`config.mk`:
```
export PLATFORM = sky130hd
export DESIGN_NAME = quplsDecode
export DESIGN_NICKNAME = d
export VERILOG_FILES = /design/src/common/quplsIsaPkg.sv /design/src/common/quplsDecodePkg.sv /design/src/decode/decodeOperation.sv /design/src/decode/decodeRegs.sv /design/src/logic/handshakeSlot.sv /design/src/logic/quplsDecode.sv
export VERILOG_INCLUDE_DIRS = /design/src /design/src/common
export SDC_FILE = /design/constraint.sdc
export NUM_CORES = 1
export LEC_CHECK = 0
export BUFFER_PORTS_ARGS = -buffer_cell sky130_fd_sc_hd__buf_2
export CORE_MARGIN = 1.5
export CORE_UTILIZATION = 44
export DETAILED_ROUTE_END_ITERATION = 10
export PLACE_DENSITY_LB_ADDON = 0.1
export SLEW_MARGIN = 20
export SYNTH_ARGS = -nofsm -noshare
export SYNTH_HDL_FRONTEND = slang
export SYNTH_SLANG_ARGS = --single-unit
```
`constraint.sdc`:
```
create_clock -name clk -period 6.59 [get_ports clk]
set_input_delay 0.659 -clock clk [delete_from_list [all_inputs] [get_ports clk]]
set_output_delay 0.659 -clock clk [all_outputs]
set_load 0.05 [all_outputs]
```
`src/common/quplsDecode_config.svh`:
```
// Build-time sizes for the decode stage
// The instruction word is fixed at 32 bits and holds one instruction
// The register file has 64 entries, so a specifier is 6 bits wide
// The return registers are four consecutive entries starting at the base
`ifndef QUPLS_DECODE_CONFIG_SVH
`define QUPLS_DECODE_CONFIG_SVH

// Width of one instruction word
`define QD_INSTR_BITS 32

// Width of a register specifier, 64 registers
`define QD_REG_BITS 6

// Width of the decoded immediate after sign extension
`define QD_IMM_BITS 64

// First of the four return registers selected by OP_RTD
`define QD_RTD_BASE 56

`endif

```
`src/common/quplsIsaPkg.sv`:
```
// Instruction set view of the front end
// Only the single-word formats are described, no compressed forms
// Bit 31 is reserved and ignored by the decoder
// Opcode values are local to this design and may be remapped freely
package quplsIsaPkg;

`include "quplsDecode_config.svh"

	localparam int OPCODE_BITS = 7;

	// Width of the immediate field held in bits 30:19
	localparam int IMM_FIELD_BITS = 12;

	// ==================================================
	// Basic field types
	// ==================================================

	// One register number
	typedef logic [`QD_REG_BITS-1:0] regspec_t;

	// The stores are kept contiguous, byte width first
	typedef enum logic [OPCODE_BITS-1:0] {
		OP_NOP  = 7'h0F,
		OP_ADD  = 7'h02,
		OP_ADDI = 7'h04,
		OP_LDO  = 7'h4B,
		OP_STB  = 7'h50,
		OP_STW  = 7'h51,
		OP_STT  = 7'h52,
		OP_STO  = 7'h53,
		OP_STX  = 7'h54,
		OP_RTD  = 7'h7C
	} opcode_t;

	// ==================================================
	// Instruction formats
	// ==================================================

	// Register format with four specifier fields
	// Target sits in 12:7, A in 18:13, B in 24:19, C in 30:25
	typedef struct packed {
		logic [`QD_INSTR_BITS-4*`QD_REG_BITS-OPCODE_BITS-1:0] resv;
		regspec_t rc;
		regspec_t rb;
		regspec_t ra;
		regspec_t rt;
		opcode_t  opcode;
	} regFormat_t;

	// Immediate format, the immediate overlays the B and C fields
	typedef struct packed {
		logic [`QD_INSTR_BITS-IMM_FIELD_BITS-2*`QD_REG_BITS-OPCODE_BITS-1:0] resv;
		logic [IMM_FIELD_BITS-1:0] imm;
		regspec_t ra;
		regspec_t rt;
		opcode_t  opcode;
	} immFormat_t;

	// Both views share the opcode and the target and A fields
	typedef union packed {
		regFormat_t r;
		immFormat_t i;
	} instruction_t;

endpackage

```
`src/common/quplsDecodePkg.sv`:
```
// Result types produced by the decode stage
// A specifier of zero in the result means that no register is used
// The immediate is always the full sign-extended width, zero when unused
package quplsDecodePkg;

`include "quplsDecode_config.svh"

	// ==================================================
	// Operation class and access size
	// ==================================================

	// Coarse class that steers the instruction to a unit
	typedef enum logic [2:0] {
		CLS_ALU,
		CLS_LOAD,
		CLS_STORE,
		CLS_RET,
		CLS_NONE
	} opClass_t;

	// Memory access width, byte up to hexi (128 bits)
	typedef enum logic [2:0] {
		SZ_BYTE,
		SZ_WYDE,
		SZ_TETRA,
		SZ_OCTA,
		SZ_HEXI,
		SZ_NONE
	} memSize_t;

	// ==================================================
	// Full decode result
	// ==================================================

	// Everything the next stage needs about one instruction
	typedef struct packed {
		quplsIsaPkg::regspec_t ra;
		quplsIsaPkg::regspec_t rb;
		quplsIsaPkg::regspec_t rc;
		quplsIsaPkg::regspec_t rt;
		logic [`QD_IMM_BITS-1:0] imm;
		opClass_t opClass;
		memSize_t memSize;
		logic illegal;
	} decoded_t;

endpackage

```
`src/decode/decodeOperation.sv`:
```
// Operation decode: immediate, unit class, access size and illegal flag
// Purely combinational on the held instruction word
// The immediate is only produced for formats that carry one, else zero
// Any opcode not in the list is flagged illegal with class and size none
`timescale 1ns/1ps

`include "quplsDecode_config.svh"

module decodeOperation (
	input  quplsIsaPkg::instruction_t instr,
	output logic [`QD_IMM_BITS-1:0]   imm,
	output quplsDecodePkg::opClass_t  opClass,
	output quplsDecodePkg::memSize_t  memSize,
	output logic                      illegal
);

	import quplsIsaPkg::*;
	import quplsDecodePkg::*;

	// Sign-extended form of the 12-bit field in bits 30:19
	logic [`QD_IMM_BITS-1:0] immExt;

	assign immExt = {
		{(`QD_IMM_BITS-IMM_FIELD_BITS){instr.i.imm[IMM_FIELD_BITS-1]}},
		instr.i.imm
	};

	// ==================================================
	// Class, size and immediate by opcode
	// ==================================================
	always_comb
	begin
		imm     = '0;
		opClass = CLS_NONE;
		memSize = SZ_NONE;
		illegal = 1'b0;

		case (instr.i.opcode)
		OP_NOP:
			begin
				// Nothing to do, all outputs keep their idle values
				opClass = CLS_NONE;
			end
		OP_ADD:
			opClass = CLS_ALU;
		OP_ADDI:
			begin
				opClass = CLS_ALU;
				imm     = immExt;
			end
		OP_LDO:
			begin
				// The only load is a full octa load
				opClass = CLS_LOAD;
				memSize = SZ_OCTA;
				imm     = immExt;
			end
		OP_STB, OP_STW, OP_STT, OP_STO, OP_STX:
			begin
				opClass = CLS_STORE;
				imm     = immExt;
				// Store width follows the opcode order
				case (instr.i.opcode)
				OP_STB:  memSize = SZ_BYTE;
				OP_STW:  memSize = SZ_WYDE;
				OP_STT:  memSize = SZ_TETRA;
				OP_STO:  memSize = SZ_OCTA;
				default: memSize = SZ_HEXI;
				endcase
			end
		OP_RTD:
			begin
				// The immediate adjusts the stack on return
				opClass = CLS_RET;
				imm     = immExt;
			end
		default:
			illegal = 1'b1;
		endcase
	end

endmodule

```
`src/decode/decodeRegs.sv`:
```
// Register specifier decode for the four operand and target ports
// Purely combinational on the held instruction word
// A zero specifier means the port is unused or there is no write back
// Unknown opcodes fall back to the plain field mapping
`timescale 1ns/1ps

`include "quplsDecode_config.svh"

module decodeRegs (
	input  quplsIsaPkg::instruction_t instr,
	output quplsIsaPkg::regspec_t     ra,
	output quplsIsaPkg::regspec_t     rb,
	output quplsIsaPkg::regspec_t     rc,
	output quplsIsaPkg::regspec_t     rt
);

	import quplsIsaPkg::*;

	// Return register picked by the low two bits of the target field
	regspec_t rtdReg;

	assign rtdReg = regspec_t'(`QD_RTD_BASE) + regspec_t'(instr.r.rt[1:0]);

	// ==================================================
	// Specifier selection by opcode
	// ==================================================
	always_comb
	begin
		// Default mapping straight from the register format fields
		ra = instr.r.ra;
		rb = instr.r.rb;
		rc = instr.r.rc;
		rt = instr.r.rt;

		case (instr.r.opcode)
		OP_NOP:
			begin
				// A NOP reads and writes nothing
				ra = '0;
				rb = '0;
				rc = '0;
				rt = '0;
			end
		OP_ADDI, OP_LDO:
			begin
				// The immediate occupies the B field
				rb = '0;
			end
		OP_STB, OP_STW, OP_STT, OP_STO, OP_STX:
			begin
				// The target field names the store data register
				rc = instr.r.rt;
				rt = '0;
			end
		OP_RTD:
			begin
				// Return address comes from one of the return registers
				rc = rtdReg;
				rt = '0;
			end
		default:
			begin
				// Keep the default mapping, the illegal flag is raised elsewhere
				rt = instr.r.rt;
			end
		endcase
	end

endmodule

```
`src/logic/handshakeSlot.sv`:
```
// One-entry holding register with a four-phase port on each side
// The input side captures only while the slot is empty and outAck is low
// outReq is the full flag, so it is high exactly while a payload is held
// The payload register has no reset, only the control state does
`timescale 1ns/1ps

module handshakeSlot #(
	parameter type payloadT = logic [31:0]
) (
	input  logic    clk,
	input  logic    rstN,
	input  logic    inReq,
	output logic    inAck,
	input  payloadT inData,
	output logic    outReq,
	input  logic    outAck,
	output payloadT outData
);

	logic    full;
	logic    capture;
	payloadT slotData;

	// A new word is taken on a fresh request into an empty slot
	// Waiting for outAck low keeps the previous output phase from being cut short
	assign capture = inReq && !inAck && !full && !outAck;

	// ==================================================
	// Control state
	// ==================================================
	always_ff @(posedge clk)
	begin
		if (!rstN)
		begin
			inAck <= 1'b0;
			full  <= 1'b0;
		end
		else
		begin
			// Ack rises after the capture and holds until req is seen low
			if (capture)
				inAck <= 1'b1;
			else if (!inReq)
				inAck <= 1'b0;

			// The slot drains when the consumer acknowledges the held word
			if (capture)
				full <= 1'b1;
			else if (full && outAck)
				full <= 1'b0;
		end
	end

	// Payload only moves on a capture
	always_ff @(posedge clk)
	begin
		if (capture)
			slotData <= inData;
	end

	assign outReq  = full;
	assign outData = slotData;

endmodule

```
`src/logic/quplsDecode.sv`:
```
// Register and operation decode stage with four-phase ports on both sides
// Two words can be in flight, one in each holding slot
// Decode is combinational between the slots and adds no cycle of its own
// First result appears two edges after the request is sampled
`timescale 1ns/1ps

`include "quplsDecode_config.svh"

module quplsDecode (
	input  logic                      clk,
	input  logic                      rstN,
	input  logic                      inReq,
	output logic                      inAck,
	input  quplsIsaPkg::instruction_t inInstr,
	output logic                      outReq,
	input  logic                      outAck,
	output quplsDecodePkg::decoded_t  outResult
);

	import quplsIsaPkg::*;
	import quplsDecodePkg::*;

	// Held instruction and its valid flag from the input slot
	instruction_t heldInstr;
	logic         heldValid;

	// Internal transfer between the slots
	logic xferAck;
	logic outSlotAck;

	// Decoder outputs
	regspec_t                ra;
	regspec_t                rb;
	regspec_t                rc;
	regspec_t                rt;
	logic [`QD_IMM_BITS-1:0] imm;
	opClass_t                opClass;
	memSize_t                memSize;
	logic                    illegal;
	decoded_t                decodedNext;

	// ==================================================
	// Input slot holds the raw instruction
	// ==================================================
	handshakeSlot #(
		.payloadT(instruction_t)
	) inSlot (
		.clk    (clk),
		.rstN   (rstN),
		.inReq  (inReq),
		.inAck  (inAck),
		.inData (inInstr),
		.outReq (heldValid),
		.outAck (xferAck),
		.outData(heldInstr)
	);

	decodeRegs regDecoder (
		.instr(heldInstr),
		.ra   (ra),
		.rb   (rb),
		.rc   (rc),
		.rt   (rt)
	);

	decodeOperation opDecoder (
		.instr  (heldInstr),
		.imm    (imm),
		.opClass(opClass),
		.memSize(memSize),
		.illegal(illegal)
	);

	// Gather the decoder fields into one result word
	always_comb
	begin
		decodedNext.ra      = ra;
		decodedNext.rb      = rb;
		decodedNext.rc      = rc;
		decodedNext.rt      = rt;
		decodedNext.imm     = imm;
		decodedNext.opClass = opClass;
		decodedNext.memSize = memSize;
		decodedNext.illegal = illegal;
	end

	// The output slot takes the word in the cycle it is free, which is the
	// same condition the slot uses for its own capture
	// Acking the input slot in that cycle frees it at the same edge
	assign xferAck = heldValid && !outSlotAck && !outReq && !outAck;

	// ==================================================
	// Output slot holds the decoded result
	// ==================================================
	handshakeSlot #(
		.payloadT(decoded_t)
	) outSlot (
		.clk    (clk),
		.rstN   (rstN),
		.inReq  (heldValid),
		.inAck  (outSlotAck),
		.inData (decodedNext),
		.outReq (outReq),
		.outAck (outAck),
		.outData(outResult)
	);

endmodule

```
==> impl_metrics.json, run 1 <==
{
  "status": "finished clean",
  "synthArstFlopShare_pct": 0,
  "ys_top_cells_by_count": "74 x edfxtp_1, 52 x buf_4, 18 x inv_1",
  "dpl_cell_area_mm2": 0.003775,
  "avgSynthCellArea_um2": 14.34,
  "cts_root_buf": "clkbuf_8",
  "dieHeight_um": 91.43,
  "fin_skew_ns": 0.009942,
  "grt_overflow": 0,
  "clk_path_buf_depth": 2,
  "reg2reg_to": "outSlot.outData[16]",
  "finalCritPeriodShare_pct": 36.75,
  "endpoint": "outSlot.outData[16]",
  "cts_sinks": 78,
  "grt_antenna_before_repair": 0,
  "yosys_warnings": 0,
  "hold_slack_ns": 0.4741,
  "grt_max_degree": 54,
  "dominantRegCellSynth": "edfxtp_1",
  "antenna_left": 0,
  "maxSlewHeadroom_pct": 33.41,
  "grt_pass1_vias": 1712,
  "timing.final.crit_period_ns": 2.422,
  "cts.repair.resized": 0,
  "path_class": "register to register",
  "rr_worst_depth": 3,
  "fmaxAchievable_mhz": 412.9,
  "critPathLaunch": "inSlot.outData[4]",
  "routedWlPerCell_um": 13.26,
  "finalNetCount": 360,
  "rr_startpoint": "inSlot.outData[4]",
  "first_pass_iters": 4,
  "synth_cell_types": 41,
  "start_util_pct": 44.99,
  "synth_edf_count": 74,
  "ys_ff_latch": 78,
  "drt-vias-per-instance": 4.643,
  "worstPathArrival_ns": 2.60,
  "dieWidth_um": 91.43,
  "setup_viol": 0,
  "utilization_pct": 51.73,
  "syn_nets": 276,
  "finalWeightedCongestion": 0.6831,
  "cts_buffers": 9,
  "synth_top_cell_by_area": "edfxtp_1",
  "cts_setup_buffers": 0,
  "drive_above_1_share_pct": 49.24,
  "grt_pass1_wl_mm": 8.286,
  "coreArea_mm2": 0.007647,
  "worstSetupEndpointType": "register",
  "cts_tree": "yes",
  "post-synth-top-count-cell": "edfxtp_1",
  "cp_max_fo": 12,
  "syn_to_final_growth_pct": 14.98,
  "port_buffers": 131,
  "totalWireLength_mm": 5.715,
  "antenna_cells": 0,
  "grt_use_total_pct": 13.34,
  "ys_seq_area_share_pct": 66.91,
  "dieArea_mm2": 0.008359,
  "setup_tns_ns": 0,
  "dp_hpwl_mm": 3.851,
  "io_pins": 133,
  "hold_viol_final": 0,
  "drtIter0Drc": 90,
  "ir_drop_mv": 0.1417,
  "rrSetupSlack_ns": 4.17,
  "design_power_total_mw": 1.002,
  "placedCellCount": 414,
  "leakagePower_nw": 1.698,
  "postCtsHoldBufs": 0,
  "clk_latency_ns": 0.34,
  "fin_area_mm2": 0.003956,
  "powerDensity_mw_per_mm2": 253.4,
  "slew_violations": 0,
  "rsz0062_at_grt": "no",
  "dp_worst_setup_slack_ns": 4.144,
  "crit_required_ns": 6.77,
  "synth_top_area_share_pct": 64.58,
  "tightestPinTransition_ns": 0.9989,
  "drc": 0,
  "htreeDepth": 3,
  "yosys-top-cells-area": "edfxtp_1 65%, buf_4 11%, a31oi_2 2.5%, dfxtp_1 2.3%, inv_1 2.0%",
  "holdPathStages": 2,
  "vias": 2001,
  "std_cell_rows": 32,
  "maxCapViolations": 0,
  "setup_ws_ns": 4.168,
  "clkTransAtPathRegs_ns": 0.08,
  "stdcell_count": 431,
  "start_kind": "register",
  "hold_path_class": "register to register",
  "synthCells": 240,
  "synthesis.area_mm2": 0.003441
}
[per-layer routing]
metal	vias up	share of wire (%)	global-route usage (%)
met5	-	0	0
met2	82	48	22.08
met4	0	1.6	7.161
li1	987	-	-
met1	922	45	16.17
met3	10	5.7	3.015
[final cells by class]
class / instances / area [µm²]
clock buffers: 10 / 127.6
inverters: 18 / 67.56
multi-input cells: 84 / 614.3
flip-flops and latches: 78 / 2302
repair buffers: 133 / 678.2
clock inverters: 6 / 38.79
well taps: 102 / 127.6
fillers: 695 / 3691
[cells in the final DEF, fill, tap and decap left out, types with 2 or more instances in the layout]
| cell type | synthesis | routed |
|---|---|---|
| and2_1 | 7 | 7 |
| edfxtp_1 | 74 | 74 |
| nand3_1 | 3 | 3 |
| nor2_1 | 7 | 7 |
| a31oi_2 | 7 | 7 |
| inv_1 | 18 | 18 |
| clkbuf_8 | 1 | 9 |
| xnor2_1 | 2 | 2 |
| a21oi_1 | 10 | 10 |
| o21ai_0 | 5 | 5 |
| nand4_1 | 2 | 2 |
| clkinv_4 | 0 | 2 |
| and3_1 | 6 | 5 |
| clkinv_2 | 0 | 2 |
| nor3_1 | 2 | 2 |
| buf_2 | 2 | 131 |
| a31oi_1 | 4 | 4 |
| o311ai_0 | 2 | 2 |
| o22ai_1 | 2 | 2 |
| dfxtp_1 | 4 | 4 |
| nand2_1 | 4 | 4 |
| mux2i_1 | 3 | 3 |
[worst min-delay path by stage]
stage / start / to / slack [ns]
2_1_floorplan: inSlot.outReq / inSlot.inAck / 0.46
3_3_place_gp: inSlot.inAck / inSlot.inAck / 0.45
3_5_place_dp: inSlot.inAck / inSlot.inAck / 0.46
4_1_cts: outAck / outSlot.outReq / 0.47
5_1_grt: inInstr[18] / inSlot.outData[18] / 0.47
6_report: inSlot.inAck / inSlot.inAck / 0.47
[critical path, cell delays in order, from the launching register on]
cell and delay (ns):
edfxtp_1 0.48, nor2_1 0.59, nand4_1 0.78, a31oi_2 0.40
[power by group]
group	internal, mW	switching (mW)	leakage [nW]
Sequential	0.571	0.0120	0.732
Combinational	0.0302	0.0880	0.883
Clock	0.135	0.166	0.0837
[kinds of logic (layout without fill, tap and decap cells)]
| kind of cell | after synthesis | after routing | synth area share [%] |
|---|---|---|---|
| buffers and inverters | 78 | 167 | 15.67 |
| and+or+nand+nor | 42 | 42 | 7.564 |
| AOI/OAI and AO/OA | 37 | 37 | 8.473 |
| muxes | 3 | 3 | 0.8728 |
| DFF | 78 | 78 | 66.91 |
| xor gates and xnor gates | 2 | 2 | 0.5092 |
[sequential cells by signal, indices dropped and copies added (netlist names)]
register / cells
inSlot.inAck: 1
inSlot.outData: 31
inSlot.outReq: 1
outSlot.inAck: 1
outSlot.outData: 43
outSlot.outReq: 1
No activity file was read; power rests on OpenSTA's default activity.
==> inputs of run 2 (changes only) <==
clock period = 2.4 ns   (was 6.59 ns; I/O delays follow)
==> run 2 against run 1 <==
  * Sequential cell count unchanged
  * Non-clock buffer count up 8
  * Register-to-register slack worse by 3.9 ns
  * Clock-buffer cell count unchanged
  * Wire length up 1.8%
  * Final cell count up 1.6%
  * Die area unchanged
  * Clock power rose to 3.4 times the previous value
  * Utilization up 1.2 points
  * Sequential power rose to 2.7 times the previous value
  * Critical path type unchanged
==> impl_metrics.json, run 2 (same netlist as run 1, synthesis figures left out) <==
{
  "syn_to_final_growth_pct": 17.56,
  "grt_max_degree": 54,
  "drt-vias-per-instance": 4.596,
  "vias": 2013,
  "maxCapViolations": 0,
  "hold_path_startpoint": "outAck",
  "drc": 0,
  "clk_path_buf_depth": 2,
  "rrSetupSlack_ns": 0.29,
  "wl_met3_um": 406,
  "min_to": "outSlot.outReq",
  "layout_common_cells": "131 x buf_2, 74 x edfxtp_1, 18 x inv_1",
  "finalNetCount": 368,
  "grt_pass1_vias": 1754,
  "coreArea_mm2": 0.007647,
  "multiInputGateArea_um2": 614.3,
  "powerDensity_mw_per_mm2": 728.8,
  "register_area_mm2": 0.002302,
  "hold_path_class": "primary input to register",
  "grt_overflow": 0,
  "placedCellCount": 423,
  "htreeDepth": 3,
  "start_util_pct": 44.99,
  "grt_pass1_wl_mm": 8.659,
  "setup_tns_ns": 0,
  "clkTransAtPathRegs_ns": 0.07,
  "critPathLaunch": "inSlot.outData[0]",
  "status": "finished clean",
  "finalCritPeriodShare_pct": 87.85,
  "holdPathStages": 2,
  "rr_worst_depth": 5,
  "grt_antenna_before_repair": 0,
  "start_kind": "register",
  "rr_startpoint": "inSlot.outData[0]",
  "fmaxAchievable_mhz": 474.3,
  "cts_sinks": 78,
  "routedWlPerCell_um": 13.28,
  "worstSetupEndpointType": "register",
  "met2_length_mm": 2.836,
  "port_buffers": 131,
  "finalWeightedCongestion": 0.7344,
  "cts_buffers": 9,
  "rsz0062_at_grt": "no",
  "maxSlewHeadroom_pct": 63.02,
  "fin_skew_ns": 0.006039,
  "crit_required_ns": 2.49,
  "wl_met1_mm": 2.512,
  "slew_violations": 0,
  "path_class": "register to register",
  "dpl_cell_area_mm2": 0.003842,
  "mostFrequentLayoutCell": "buf_2",
  "setup_viol": 0,
  "leakagePower_nw": 1.749,
  "cts_root_buf": "clkbuf_8",
  "ir_drop_mv": 0.3164,
  "reg2reg_to": "outSlot.outData[71]",
  "fin_area_mm2": 0.004045,
  "dieHeight_um": 91.43,
  "totalWireLength_mm": 5.816,
  "fillers": 662,
  "dp_hpwl_mm": 3.971,
  "grt_use_total_pct": 14.17,
  "highest_layer": "met4",
  "tightestPinTransition_ns": 0.5548,
  "worstPathArrival_ns": 2.19,
  "stdcell_count": 438,
  "antenna_cells": 0,
  "cts.repair.resized": 0,
  "timing.final.crit_period_ns": 2.108,
  "io_pins": 133,
  "dieArea_mm2": 0.008359,
  "cp_max_fo": 12,
  "drtIter0Drc": 88,
  "largest_reg_flops": 43,
  "cts_tree": "yes",
  "antenna_left": 0,
  "first_pass_iters": 4,
  "hold_viol_final": 0,
  "clk_latency_ns": 0.34,
  "cts_setup_buffers": 0,
  "postCtsHoldBufs": 0,
  "drive_above_1_share_pct": 50.00,
  "std_cell_rows": 32,
  "dieWidth_um": 91.43
}
[run 2: cell types whose count changed in the layout (fill, tap and decap cells not counted)]
| cell | change |
|---|---|
| bufinv_16 | +2 |
| clkinv_2 | -2 |
| buf_4 | +9 |
| buf_8 | -1 |
| clkinv_4 | -2 |
| clkinv_1 | +1 |
[run 2: layer usage]
| layer | track usage, % | up-vias |
|---|---|---|
| met1 | 17.43 | 914 |
| met3 | 5.946 | 6 |
| li1 | - | 1001 |
| met5 | 0 | - |
| met2 | 22.33 | 92 |
| met4 | 5.078 | 0 |
[run 2: layout make-up]
type / count / share of cell area [%]
well taps: 102 / 3.155
inverters: 18 / 1.670
clock buffers: 10 / 3.155
multi-input cells: 84 / 15.19
repair buffers: 141 / 18.06
flip-flops and latches: 78 / 56.91
clock inverters: 5 / 1.856
[run 2: worst max path at each step]
| stage | to | slack [ns] | depth (start not counted) |
|---|---|---|---|
| 2_1_floorplan | outSlot.outData[0] | 0.22 | 2 |
| 3_3_place_gp | outSlot.outData[72] | 0.32 | 5 |
| 3_5_place_dp | outSlot.outData[71] | 0.28 | 5 |
| 4_1_cts | outSlot.outData[71] | 0.28 | 5 |
| 5_1_grt | outSlot.outData[71] | 0.07 | 5 |
| 6_report | outSlot.outData[71] | 0.29 | 5 |
[run 2: metrics by stage]
step	utilization (%)	setup WS, ns	power (mW)	hold slack, ns
floorplan	-	0.2202	1.891	0.3161
global placement	50.25	0.3151	1.965	0.4159
detailed placement	50.25	0.2823	1.969	0.4181
CTS	52.90	0.2758	2.980	0.04947
global route	52.90	0.07318	3.058	0.04044
finish	52.90	0.2917	2.948	0.06700
[run 2: critical path, cell delays in order (launching register included)]
cell       delay [ns]
edfxtp_1         0.49
o21ai_0          0.45
o2111ai_2        0.37
buf_4            0.32
inv_1            0.15
nor3_1           0.07
[run 2: report_power, final]
group	switching (mW)	total (mW)	internal, mW
Combinational	0.247	0.338	0.0910
Sequential	0.0293	1.60	1.57
Clock	0.440	1.01	0.573
Total	0.716	2.95	2.23
==> inputs of run 3 (changes only) <==
CORE_ASPECT_RATIO = 1.5   (was default)
==> run 3 against run 2 <==
  * Non-clock buffer count unchanged
  * Final cell count up 0.23%
  * Global-route usage up 0.94 points
  * Sequential power about the same
  * Clock power up 15%
  * Total power up 5.2%
  * Combinational power about the same
  * Clock skew down 0.0023 ns
  * Sequential share of layout area down 0.76 points
==> impl_metrics.json, run 3 (same netlist as run 1, synthesis figures left out) <==
{
  "hold_viol_final": 0,
  "rsz0062_at_grt": "no",
  "antenna_left": 0,
  "seq_power_share_pct": 51.6,
  "highest_layer": "met4",
  "clk_path_buf_depth": 2,
  "postCtsHoldBufs": 0,
  "io_pins": 133,
  "rrSetupSlack_ns": 0.29,
  "grt_pass1_wl_mm": 9.059,
  "routedWlPerCell_um": 13.36,
  "clkTransAtPathRegs_ns": 0.05,
  "fin_skew_ns": 0.003758,
  "slew_violations": 0,
  "cts.repair.resized": 0,
  "fin_area_mm2": 0.004100,
  "setup_tns_ns": 0,
  "path_class": "register to register",
  "cts_setup_buffers": 0,
  "rr_worst_depth": 3,
  "dpl_cell_area_mm2": 0.003842,
  "switching_power_mw": 0.7570,
  "hold_path_class": "primary input to register",
  "min_to": "outSlot.outReq",
  "grt_pass1_vias": 1916,
  "grt_max_degree": 54,
  "reg2reg_to": "outSlot.outData[88]",
  "layout_common_cells": "131 x buf_2, 74 x edfxtp_1, 18 x inv_1",
  "fillers": 682,
  "drtIter0Drc": 119,
  "wl_met3_um": 423,
  "finalNetCount": 368,
  "drive_above_1_share_pct": 49.85,
  "htreeDepth": 3,
  "register_area_mm2": 0.002302,
  "maxCapViolations": 0,
  "met2_length_mm": 3.126,
  "dp_hpwl_mm": 4.155,
  "wl_met1_mm": 2.170,
  "rr_startpoint": "inSlot.outData[3]",
  "vias": 2057,
  "maxSlewHeadroom_pct": 55.40,
  "worstPathArrival_ns": 2.17,
  "cts_sinks": 78,
  "coreArea_mm2": 0.007612,
  "std_cell_rows": 39,
  "fmaxAchievable_mhz": 474.1,
  "powerDensity_mw_per_mm2": 756.5,
  "mostFrequentLayoutCell": "buf_2",
  "crit_required_ns": 2.46,
  "start_util_pct": 45.20,
  "tightestPinTransition_ns": 0.6690,
  "combPwrFrac_pct": 10.8,
  "ir_drop_mv": 0.4850,
  "setup_viol": 0,
  "leakagePower_nw": 1.775,
  "status": "finished clean",
  "timing.final.crit_period_ns": 2.109,
  "dieArea_mm2": 0.008371,
  "grt_overflow": 0,
  "switching_share_pct": 24.41,
  "worstSetupEndpointType": "register",
  "largest_reg_flops": 43,
  "drt-vias-per-instance": 4.686,
  "p_int_mw": 2.345,
  "antenna_cells": 0,
  "multiInputGateArea_um2": 614.3,
  "clkPwrFrac_pct": 37.5,
  "finalCritPeriodShare_pct": 87.89,
  "design_power_total_mw": 3.102,
  "totalWireLength_mm": 5.865,
  "drc": 0,
  "hold_path_startpoint": "outAck",
  "dieHeight_um": 111.3,
  "cts_buffers": 9,
  "holdPathStages": 2,
  "port_buffers": 131,
  "grt_antenna_before_repair": 0,
  "dieWidth_um": 75.21,
  "grt_use_total_pct": 15.12,
  "syn_to_final_growth_pct": 19.16,
  "clk_latency_ns": 0.33,
  "cts_root_buf": "clkbuf_16",
  "first_pass_iters": 4,
  "cp_max_fo": 7,
  "start_kind": "register",
  "cts_tree": "yes",
  "finalWeightedCongestion": 0.8041
}
-- run 3: how the worst max path moves through the flow --
stage / depth (start not counted) / startpoint / slack [ns] / to
after detailed placement: 3 / inSlot.outData[3] / 0.28 / outSlot.outData[88]
after floorplan: 2 / outSlot.outReq / 0.22 / outSlot.outData[0]
after CTS: 3 / inSlot.outData[3] / 0.27 / outSlot.outData[88]
after global routing: 3 / inSlot.outData[3] / 0.16 / outSlot.outData[88]
final: 3 / inSlot.outData[3] / 0.29 / outSlot.outData[88]
after global placement: 3 / inSlot.outData[3] / 0.33 / outSlot.outData[86]
-- run 3: worst max-delay path: stages (launching register included) --
cell and delay (ns):
edfxtp_1 0.50, or4_2 0.69, o22ai_1 0.49, a21oi_1 0.15
-- run 3: metal layers --
metal	global-route usage, %	vias up
met4	8.929	0
met2	25.72	106
li1	-	1001
met1	16.37	942
met5	0	-
met3	3.727	8
-- run 3: stage by stage --
stage	util [%]	setup WS, ns	hold WS [ns]	std cells
after global placement	50.48	0.3299	0.4171	423
after global routing	53.86	0.1567	0.07064	439
after detailed placement	50.48	0.2832	0.4181	423
after floorplan	-	0.2202	0.3161	240
after CTS	53.86	0.2715	0.06501	439
final	53.86	0.2906	0.07939	439
-- run 3: power groups by stage --
stage	clock network, mW	registers [mW]	logic [mW]
global route	1.26	1.61	0.363
CTS	1.21	1.60	0.341
floorplan	0	1.71	0.183
global placement	0	1.63	0.338
finish	1.16	1.60	0.336
detailed placement	0	1.63	0.341
-- run 3: cell type report --
| class | count | share of cell area (%) |
|---|---|---|
| flip-flops and latches | 78 | 56.15 |
| clock inverters | 6 | 0.7019 |
| multi-input cells | 84 | 14.98 |
| well taps | 102 | 3.113 |
| repair buffers | 141 | 17.82 |
| clock buffers | 10 | 5.584 |
| inverters | 18 | 1.648 |
